**src/rtl/link_pkg.sv**
```systemverilog
// ********************
// handshake state encodings for rx and tx
// ********************
`default_nettype none

package link_pkg;

    // receiver side of four-phase req/ack
    typedef enum logic [1:0] {
        rx_idle = 2'd0, // waiting for in_req
        rx_ack  = 2'd1  // ack high, waiting for in_req to drop
    } rx_state_t;

    // transmitter side
    typedef enum logic [1:0] {
        tx_idle = 2'd0, // nothing offered
        tx_req  = 2'd1, // out_req high, waiting for out_ack
        tx_drop = 2'd2  // out_req low, waiting for out_ack to drop
    } tx_state_t;

endpackage

`default_nettype wire

```
**src/rtl/fxp_pkg.sv**
```systemverilog
// ********************
// fixed-point format defaults and lane geometry helpers
// ********************
`default_nettype none

package fxp_pkg;

    // ******************** number format
    localparam int DEF_LANES    = 8;
    localparam int DEF_W_IN     = 16;
    localparam int DEF_FRAC_IN  = 8;
    localparam int DEF_W_OUT    = 8;
    localparam int DEF_FRAC_OUT = 4;
    localparam int DEF_SHIFT    = DEF_FRAC_IN - DEF_FRAC_OUT;

    // ******************** lane geometry
    // lane 0 occupies the least significant bits
    function automatic int vec_bits(input int lanes, input int width);
        return lanes * width;
    endfunction

    function automatic int lane_lo(input int idx, input int width);
        return idx * width; // low bit of lane idx
    endfunction

endpackage

`default_nettype wire
```
**src/rtl/requant_top.sv**
```systemverilog
// ********************
// requantization top, rx -> shift -> saturate -> tx
// ********************
`timescale 1ns/100ps
`default_nettype none

module requant_top
    import fxp_pkg::*;
#(
    parameter int LANES = DEF_LANES,
    parameter int W_IN  = DEF_W_IN,
    parameter int W_OUT = DEF_W_OUT,
    parameter int SHIFT = DEF_SHIFT
) (
    input  logic                   clk,
    input  logic                   rst_n,
    input  logic                   in_req,
    input  logic [LANES*W_IN-1:0]  in_data,
    output logic                   in_ack,
    output logic                   out_req,
    output logic [LANES*W_OUT-1:0] out_data,
    output logic [LANES-1:0]       out_sat,
    input  logic                   out_ack
);

    typedef logic [vec_bits(LANES, W_IN)-1:0] in_vec_t;

    // flags sit above the data in the packed beat
    typedef struct packed {
        logic [LANES-1:0]                  sat;
        logic [vec_bits(LANES, W_OUT)-1:0] data;
    } out_beat_t;

    in_vec_t                rx_data;
    logic                   rx_valid, rx_ready;
    logic [LANES*W_IN-1:0]  sh_data;
    logic                   sh_valid, sh_ready;
    logic [LANES*W_OUT-1:0] sat_data;
    logic [LANES-1:0]       sat_flags;
    logic                   sat_valid, sat_ready;
    out_beat_t              tx_beat;
    out_beat_t              out_beat;

    req_ack_rx #(.payload_t(in_vec_t)) u_rx (
        .clk(clk), .rst_n(rst_n),
        .in_req(in_req), .in_data(in_data), .in_ack(in_ack),
        .m_valid(rx_valid), .m_data(rx_data), .m_ready(rx_ready)
    );

    rshift #(.LANES(LANES), .W_IN(W_IN), .SHIFT(SHIFT)) u_shift (
        .clk(clk), .rst_n(rst_n),
        .s_valid(rx_valid), .s_data(rx_data), .s_ready(rx_ready),
        .m_valid(sh_valid), .m_data(sh_data), .m_ready(sh_ready)
    );

    sat_narrow #(.LANES(LANES), .W_IN(W_IN), .W_OUT(W_OUT)) u_sat (
        .clk(clk), .rst_n(rst_n),
        .s_valid(sh_valid), .s_data(sh_data), .s_ready(sh_ready),
        .m_valid(sat_valid), .m_data(sat_data), .m_sat(sat_flags),
        .m_ready(sat_ready)
    );

    assign tx_beat = '{sat: sat_flags, data: sat_data};

    req_ack_tx #(.payload_t(out_beat_t)) u_tx (
        .clk(clk), .rst_n(rst_n),
        .s_valid(sat_valid), .s_data(tx_beat), .s_ready(sat_ready),
        .out_req(out_req), .out_data(out_beat), .out_ack(out_ack)
    );

    // split the beat at the boundary
    assign out_data = out_beat.data;
    assign out_sat  = out_beat.sat;

endmodule

`default_nettype wire

```
**src/rtl/req_ack_tx.sv**
```systemverilog
// ********************
// four-phase transmitter fed by valid/ready
// ********************
`timescale 1ns/100ps
`default_nettype none

module req_ack_tx
    import link_pkg::*;
#(
    parameter type payload_t = logic [31:0]
) (
    input  logic     clk,
    input  logic     rst_n,
    input  logic     s_valid,
    input  payload_t s_data,
    output logic     s_ready,
    output logic     out_req,
    output payload_t out_data,
    input  logic     out_ack
);

    tx_state_t state;
    payload_t  hold;

    assign s_ready  = (state == tx_idle);
    assign out_req  = (state == tx_req);
    assign out_data = hold;

    // ******************** offer fsm
    always_ff @(posedge clk) begin
        if (!rst_n) begin
            state <= tx_idle;
        end else begin
            case (state)
                tx_idle: begin
                    if (s_valid) begin
                        state <= tx_req;
                    end
                end
                tx_req: begin
                    if (out_ack) begin
                        state <= tx_drop;
                    end
                end
                tx_drop: begin
                    if (!out_ack) begin
                        state <= tx_idle; // sink finished its phase
                    end
                end
                default: state <= tx_idle;
            endcase
        end
    end

    always_ff @(posedge clk) begin
        if (s_valid && s_ready) begin
            hold <= s_data;
        end
    end

    // ******************** sink protocol checks
    a_ack_after_req: assert property (@(posedge clk) disable iff (!rst_n)
        $rose(out_ack) |-> out_req)
        else $error("req_ack_tx: out_ack rose without out_req");

    a_data_stable: assert property (@(posedge clk) disable iff (!rst_n)
        (out_req && $past(out_req)) |-> $stable(out_data))
        else $error("req_ack_tx: out_data changed during offer");

endmodule

`default_nettype wire

```
**src/rtl/sat_narrow.sv**
```systemverilog
// ********************
// registered per-lane saturation to narrow width, with flags
// ********************
`timescale 1ns/100ps
`default_nettype none

module sat_narrow
    import fxp_pkg::*;
#(
    parameter int LANES = 8,
    parameter int W_IN  = 16,
    parameter int W_OUT = 8
) (
    input  logic                   clk,
    input  logic                   rst_n,
    input  logic                   s_valid,
    input  logic [LANES*W_IN-1:0]  s_data,
    output logic                   s_ready,
    output logic                   m_valid,
    output logic [LANES*W_OUT-1:0] m_data,
    output logic [LANES-1:0]       m_sat,
    input  logic                   m_ready
);

    // narrow signed limits, sign-extended to the input width
    localparam logic signed [W_IN-1:0] SAT_MAX =
        {{(W_IN-W_OUT+1){1'b0}}, {(W_OUT-1){1'b1}}};
    localparam logic signed [W_IN-1:0] SAT_MIN =
        {{(W_IN-W_OUT+1){1'b1}}, {(W_OUT-1){1'b0}}};

    logic [LANES*W_OUT-1:0] narrow;
    logic [LANES-1:0]       sat_flag;
    logic                   take;

    if (W_OUT > W_IN) begin : g_width_chk
        $fatal(1, "sat_narrow: W_OUT (%0d) exceeds W_IN (%0d)", W_OUT, W_IN);
    end

    // ******************** clamp
    for (genvar i = 0; i < LANES; i++) begin : g_lane
        logic signed [W_IN-1:0] lane;
        logic                   over;
        logic                   under;

        assign lane        = $signed(s_data[lane_lo(i, W_IN) +: W_IN]);
        assign over        = lane > SAT_MAX;
        assign under       = lane < SAT_MIN;
        assign sat_flag[i] = over || under;
        assign narrow[lane_lo(i, W_OUT) +: W_OUT] =
            over  ? SAT_MAX[W_OUT-1:0] :
            under ? SAT_MIN[W_OUT-1:0] :
                    lane[W_OUT-1:0];    // in range, drop upper bits
    end

    assign s_ready = !m_valid || m_ready;
    assign take    = s_valid && s_ready;

    always_ff @(posedge clk) begin
        if (!rst_n) begin
            m_valid <= 1'b0;
        end else if (take) begin
            m_valid <= 1'b1;
        end else if (m_ready) begin
            m_valid <= 1'b0;
        end
    end

    always_ff @(posedge clk) begin
        if (take) begin
            m_data <= narrow;
            m_sat  <= sat_flag;
        end
    end

endmodule

`default_nettype wire

```
**src/rtl/rshift.sv**
```systemverilog
// ********************
// registered per-lane arithmetic right shift
// ********************
`timescale 1ns/100ps
`default_nettype none

module rshift
    import fxp_pkg::*;
#(
    parameter int LANES = 8,
    parameter int W_IN  = 16,
    parameter int SHIFT = 4
) (
    input  logic                  clk,
    input  logic                  rst_n,
    input  logic                  s_valid,
    input  logic [LANES*W_IN-1:0] s_data,
    output logic                  s_ready,
    output logic                  m_valid,
    output logic [LANES*W_IN-1:0] m_data,
    input  logic                  m_ready
);

    logic [LANES*W_IN-1:0] shifted;
    logic                  take;

    // floor division by 2**SHIFT, sign bit replicated in
    for (genvar i = 0; i < LANES; i++) begin : g_lane
        assign shifted[lane_lo(i, W_IN) +: W_IN] =
            $signed(s_data[lane_lo(i, W_IN) +: W_IN]) >>> SHIFT;
    end

    assign s_ready = !m_valid || m_ready; // empty or draining this edge
    assign take    = s_valid && s_ready;

    always_ff @(posedge clk) begin
        if (!rst_n) begin
            m_valid <= 1'b0;
        end else if (take) begin
            m_valid <= 1'b1;
        end else if (m_ready) begin
            m_valid <= 1'b0;
        end
    end

    always_ff @(posedge clk) begin
        if (take) begin
            m_data <= shifted;
        end
    end

    // ******************** stall check
    a_hold: assert property (@(posedge clk) disable iff (!rst_n)
        (m_valid && !m_ready) |=> $stable(m_data))
        else $error("rshift: output changed under stall");

endmodule

`default_nettype wire

```
**src/rtl/req_ack_rx.sv**
```systemverilog
// ********************
// four-phase receiver with valid/ready output
// ********************
`timescale 1ns/100ps
`default_nettype none

module req_ack_rx
    import link_pkg::*;
#(
    parameter type payload_t = logic [31:0]
) (
    input  logic     clk,
    input  logic     rst_n,
    input  logic     in_req,
    input  payload_t in_data,
    output logic     in_ack,
    output logic     m_valid,
    output payload_t m_data,
    input  logic     m_ready
);

    rx_state_t state;
    logic      load;

    // only start a new handshake once the holding register drained
    assign load   = (state == rx_idle) && in_req && !m_valid;
    assign in_ack = (state == rx_ack);

    // ******************** handshake fsm
    always_ff @(posedge clk) begin
        if (!rst_n) begin
            state   <= rx_idle;
            m_valid <= 1'b0;
        end else begin
            case (state)
                rx_idle: begin
                    if (load) begin
                        state <= rx_ack;
                    end
                end
                rx_ack: begin
                    if (!in_req) begin
                        state <= rx_idle; // ack drops next cycle
                    end
                end
                default: state <= rx_idle;
            endcase

            if (load) begin
                m_valid <= 1'b1;
            end else if (m_ready) begin
                m_valid <= 1'b0;
            end
        end
    end

    always_ff @(posedge clk) begin
        if (load) begin
            m_data <= in_data; // holding register
        end
    end

    // ******************** host protocol checks
    a_req_held: assert property (@(posedge clk) disable iff (!rst_n)
        (in_req && !in_ack) |=> (in_req || in_ack))
        else $error("req_ack_rx: in_req dropped before in_ack");

    a_data_stable: assert property (@(posedge clk) disable iff (!rst_n)
        (in_req && !in_ack) |=> (in_ack || $stable(in_data)))
        else $error("req_ack_rx: in_data changed while waiting for ack");

endmodule

`default_nettype wire

```
**config.mk**
```make
export PLATFORM = sky130hd
export DESIGN_NAME = requant_top
export DESIGN_NICKNAME = d
export VERILOG_FILES = /design/src/rtl/link_pkg.sv /design/src/rtl/fxp_pkg.sv /design/src/rtl/requant_top.sv /design/src/rtl/req_ack_tx.sv /design/src/rtl/sat_narrow.sv /design/src/rtl/rshift.sv /design/src/rtl/req_ack_rx.sv
export SDC_FILE = /design/constraint.sdc
export NUM_CORES = 1
export LEC_CHECK = 0
export ABC_AREA = 1
export BUFFER_PORTS_ARGS = -buffer_cell sky130_fd_sc_hd__buf_2
export CAP_MARGIN = 20
export CORE_MARGIN = 1
export CORE_UTILIZATION = 35
export DETAILED_ROUTE_END_ITERATION = 10
export GPL_TIMING_DRIVEN = 1
export PLACE_DENSITY_LB_ADDON = 0.3
export SYNTH_ARGS = -nofsm -noshare
export SYNTH_HDL_FRONTEND = slang
export SYNTH_HIERARCHICAL = 1
export SYNTH_SLANG_ARGS = --single-unit
```
**constraint.sdc**
```tcl
create_clock -name clk -period 9.8 [get_ports clk]
set_input_delay 1.96 -clock clk [delete_from_list [all_inputs] [get_ports clk]]
set_output_delay 1.96 -clock clk [all_outputs]
set_load 0.05 [all_outputs]
```
# Yosys cells after proc, flatten, opt, wreduce, memory -nomap -nowiden
# Cells that the tools add are included.
[op_classes]
n_lt_le_gt_ge = 16
eq_ne = 8
n_mux = 21
n_reduce_logical = 25
[ops]
columns = ["operator", "count"]
rows = [
  ["16-bit by 8-bit > comparator with 1-bit output (second input constant)", 7],
  ["16-bit by 8-bit less-than comparator with 1-bit output (second input constant)", 7],
  ["8-bit 2-to-1 mux", 8],
  ["12-bit by 8-bit > comparator with 1-bit output (second input constant)", 1],
  ["12-bit by 8-bit less-than comparator with 1-bit output (second input constant)", 1],
  ["1-bit logical OR", 10],
  ["2-bit 2-to-1 mux", 5],
  ["1-bit 2-to-1 mux", 6],
  ["2-bit by 1-bit inequality test with 1-bit output (second input constant)", 3],
  ["2-bit case mux with 3 select lines", 1],
  ["2-bit nonzero test", 3],
  ["1-bit logical AND", 5],
  ["2-bit by 1-bit == test with 1-bit output (second input constant)", 2],
  ["2-bit logical NOT", 2],
  ["2-bit inequality test (second input constant)", 2],
  ["2-bit case mux with 2 select lines", 1],
  ["1-bit logical NOT", 3],
  ["3-bit AND reduction", 1],
  ["2-bit == test (second input constant)", 1],
  ["2-bit AND reduction", 1],
]
[totals]
register_bits = 403
output_inout_bits = 74
elab_cells = 88

# Depth between registers and ports, before layout
[logic_depth]
word_depth = 5
ltp_mapped = 8
ltp_nobuf = 8

# Modules after synthesis
# The synthesis kept the hierarchy.
[by_module_without_submodules]
columns = ["mod", "instances", "cells_per_inst", "area_each_um2", "seq_area_each_um2"]
rows = [
  ["req_ack_rx", 1, 140, 3927.5, 3883.7],
  ["sat_narrow", 1, 326, 3276.9, 2182.1],
  ["rshift", 1, 135, 3174.3, 2902.8],
  ["req_ack_tx", 1, 86, 2264.7, 2202.1],
]

# Worst setup path before layout
# OpenSTA, ideal clock, no wires.
[synth_path]
path_type = "flip-flop to flip-flop"
startpoint = "register u_tx.state[1]"
endpoint = "register u_shift.m_data[0], enable pin"
setup_time_ns = 0.583
arrival_time_ns = 5.268
setup_slack_ns = 3.949
stages_incl_launch_ff = 6
path_buffers = 0
period_less_slack_ns = 5.851
cell_sequence = "dfxtp_1 > nor2_2 > inv_1 > nand2_1 > inv_2 > a21oi_1"
[synth_via]
elab_chain_len = 4
[synth_rtl]
columns = ["element", "line_no", "rtl"]
rows = [
  ["start, declared", "req_ack_tx.sv:22", "tx_state_t state;"],
  ["start signal, assigned", "req_ack_tx.sv:32", "state <= tx_idle;"],
  ["start signal, assigned", "req_ack_tx.sv:37", "state <= tx_req;"],
  ["start signal, assigned", "req_ack_tx.sv:42", "state <= tx_drop;"],
  ["2-bit logical NOT", "req_ack_tx.sv:25", "assign s_ready = (state == tx_idle);"],
  ["via sat_ready", "requant_top.sv:40", "logic sat_valid, sat_ready;"],
  ["1-bit logical OR", "sat_narrow.sv:55", "assign s_ready = !m_valid || m_ready;"],
  ["via sh_ready", "requant_top.sv:37", "logic sh_valid, sh_ready;"],
  ["1-bit logical OR", "rshift.sv:33", "assign s_ready = !m_valid || m_ready;"],
  ["1-bit logical AND", "rshift.sv:34", "assign take = s_valid && s_ready;"],
  ["via u_shift.take", "rshift.sv:25", "logic take;"],
  ["end signal, assigned", "rshift.sv:48", "m_data <= shifted;"],
  ["end, declared", "rshift.sv:20", "output logic [LANES*W_IN-1:0] m_data,"],
]
# The timed path passes the listed nets, and every way through them passes these cells.
# A chain may end at the register's enable or synchronous reset.

# Worst setup path in the final report
[layout_path]
startpoint = "register u_tx.state[0]"
endpoint = "output port out_req"
[layout_via]
elab_chain_len = 1
[layout_rtl]
columns = ["element", "line_no", "rtl"]
rows = [
  ["2-bit by 1-bit == test with 1-bit output", "req_ack_tx.sv:26", "assign out_req = (state == tx_req);"],
  ["end, declared", "requant_top.sv:20", "output logic out_req,"],
]
# Every way passes these cells.

==> impl_metrics.env <==
export IMPL_drv_cap=0
export IMPL_portBuffers=173
export IMPL_synth_nets=787
export IMPL_clkLatencyLatePin_ns=0.50
export IMPL_hold_ws_ns=0.4086
export IMPL_yosysWarnings=6
export IMPL_tightest_slew_ns=0.9879
export IMPL_antenna_found_initial=4
export IMPL_worstReg2RegStart="u_tx/state[1]"
export IMPL_post_layout_nonfiller_instances=1300
export IMPL_dieArea_um2=34110
export IMPL_nets=964
export IMPL_ir_worst_vdd_v=0.0001381
export IMPL_cts_root_buf="clkbuf_16"
export IMPL_drt_initial_drc_count=258
export IMPL_die_h_um=184.7
export IMPL_place_congestion=0.7319
export IMPL_finClkSkew_ns=0.01340
export IMPL_dpl_hpwl_um=11070
export IMPL_overflow=0
export IMPL_wl_per_cell_um=13.67
export IMPL_grt_pass1_wl_um=27010
export IMPL_syn2layout_area_growth_pct=19.95
export IMPL_clockBufferDepth=3
export IMPL_cp_max_fo=4
export IMPL_reg2regPathDepth=7
export IMPL_met1_usage_pct=12.38
export IMPL_arrival_ns=1.31
export IMPL_remaining_drc_errors=0
export IMPL_cts_made_buffers=37
export IMPL_detail_route_antenna_nets=0
export IMPL_grt_max_degree=73
export IMPL_dp_cells=1235
export IMPL_hold_viol=0
export IMPL_setup_worst_path_start="u_tx/state[0]"
export IMPL_status="finished, final reports clean"
export IMPL_post_cts_buffers=0
export IMPL_rrSetupSlack_ns=7.27
export IMPL_clkTransAtPathRegs_ns=0.06
export IMPL_hold_depth=0
export IMPL_max_freq_mhz=306.3
export IMPL_syn_instance_count=655
export IMPL_rsz0062_at_grt="no"
export IMPL_p_per_area_nw_per_um2=218.5
export IMPL_clkSinkCount=342
export IMPL_syn_area_um2=11680
export IMPL_grt_pass1_vias=5176
export IMPL_start_kind="flop"
export IMPL_hp_class="reg -> reg"
export IMPL_worstReg2RegEnd="u_shift/m_data[22]"
export IMPL_slew_violations=0
export IMPL_grt_total_usage_pct=10.53
export IMPL_wirelength_um=17770
export IMPL_route_vias_total=5329
export IMPL_worstPathRequired_ns=7.84
export IMPL_avgViaCountPerCell=4.099
export IMPL_postCtsHoldBufs=0
export IMPL_period_needed_ns=3.265
export IMPL_coreArea_um2=32700
export IMPL_rows=66
export IMPL_setup_viol=0
export IMPL_drive_gt1_share_pct=29.32
export IMPL_slew_headroom_pct=34.14
export IMPL_die_width_um=184.7
export IMPL_start_util_pct=35.72
export IMPL_final_common_cell="edfxtp_1"
export IMPL_endpoint_kind="primary output"
export IMPL_cts_resized=0
export IMPL_synth_area_per_cell_um2=17.84
export IMPL_htreeDepth=2
export IMPL_use_met2_pct=17.90
export IMPL_leakagePower_nw=5.041
export IMPL_tritoncts="done"
export IMPL_final_cell_mix="edfxtp_1 (336), nand2_1 (182), buf_2 (173), nor2_1 (50), clkbuf_16 (39)"
export IMPL_crit_type="reg -> out"
export IMPL_grt_use_met3_pct=2.905
export IMPL_tns_ns=0
export IMPL_period_share_pct=33.32
export IMPL_hold_end="u_shift/m_data[39]"
export IMPL_min_from="u_rx/m_data[43]"
export IMPL_grt_most_used_layer="met2"
export IMPL_ios=206
export IMPL_dr_pass1_iters=4
through the flow:
stage / utilization [%] / instance area, um2 / power, mW / worst slack [ns]
global placement: 39.43 / 12890 / 1.818 / 6.028
global route: 42.85 / 14010 / 3.187 / 6.453
CTS: 42.84 / 14010 / 3.117 / 6.506
finish: 42.85 / 14010 / 3.061 / 6.535
detailed placement: 39.43 / 12890 / 1.823 / 6.007
floorplan: - / 11680 / 1.788 / 3.949
sequential cells by signal, summed over array words and instances, names as in the netlist:
register	flops
u_shift/m_valid	1
u_sat/m_valid	1
u_tx/out_data	72
u_sat/m_sat	8
u_rx/m_data	96
u_tx/state	2
u_rx/m_valid	1
u_shift/m_data	96
u_sat/m_data	64
u_rx/state	1
layer usage:
layer	vias up	wire, um
met1	2466	7256
met5	-	22
met4	4	609
li1	2667	-
met3	46	1068
met2	146	8810
how the worst max path moves through the flow:
stage	end	slack (ns)	cells past startpoint
floorplan	u_shift/m_data[0]	3.95	5
global placement	u_rx/m_data[71]	6.03	4
detailed placement	u_rx/m_data[73]	6.01	4
CTS	out_req	6.51	3
global route	out_req	6.45	3
finish	out_req	6.53	3
report_power, final:
| part | internal, mW | total, mW | switching, mW | leakage, nW |
|---|---|---|---|---|
| Clock | 0.753 | 1.27 | 0.520 | 0.538 |
| Sequential | 1.67 | 1.69 | 0.0171 | 3.15 |
| Combinational | 0.0290 | 0.0986 | 0.0696 | 1.35 |
| Total | 2.46 | 3.06 | 0.606 | 5.04 |
critical path: stages, from the launching register on:
cell and delay (ns):
dfxtp_1 0.38, inv_1 0.05, nor2_1 0.09, buf_2 0.27
area by class of cell:
cell class	instances	area [um2]
Clock inverter	13	96.34
Fill cell	2997	18690
Timing Repair Buffer	178	903.4
Antenna cell	2	5.005
Multi-Input combinational cell	260	1176
Tap cell	442	553.0
Sequential cell	342	10210
Clock buffer	50	1017
Inverter	13	52.55
(Power assumes the default switching activity.)
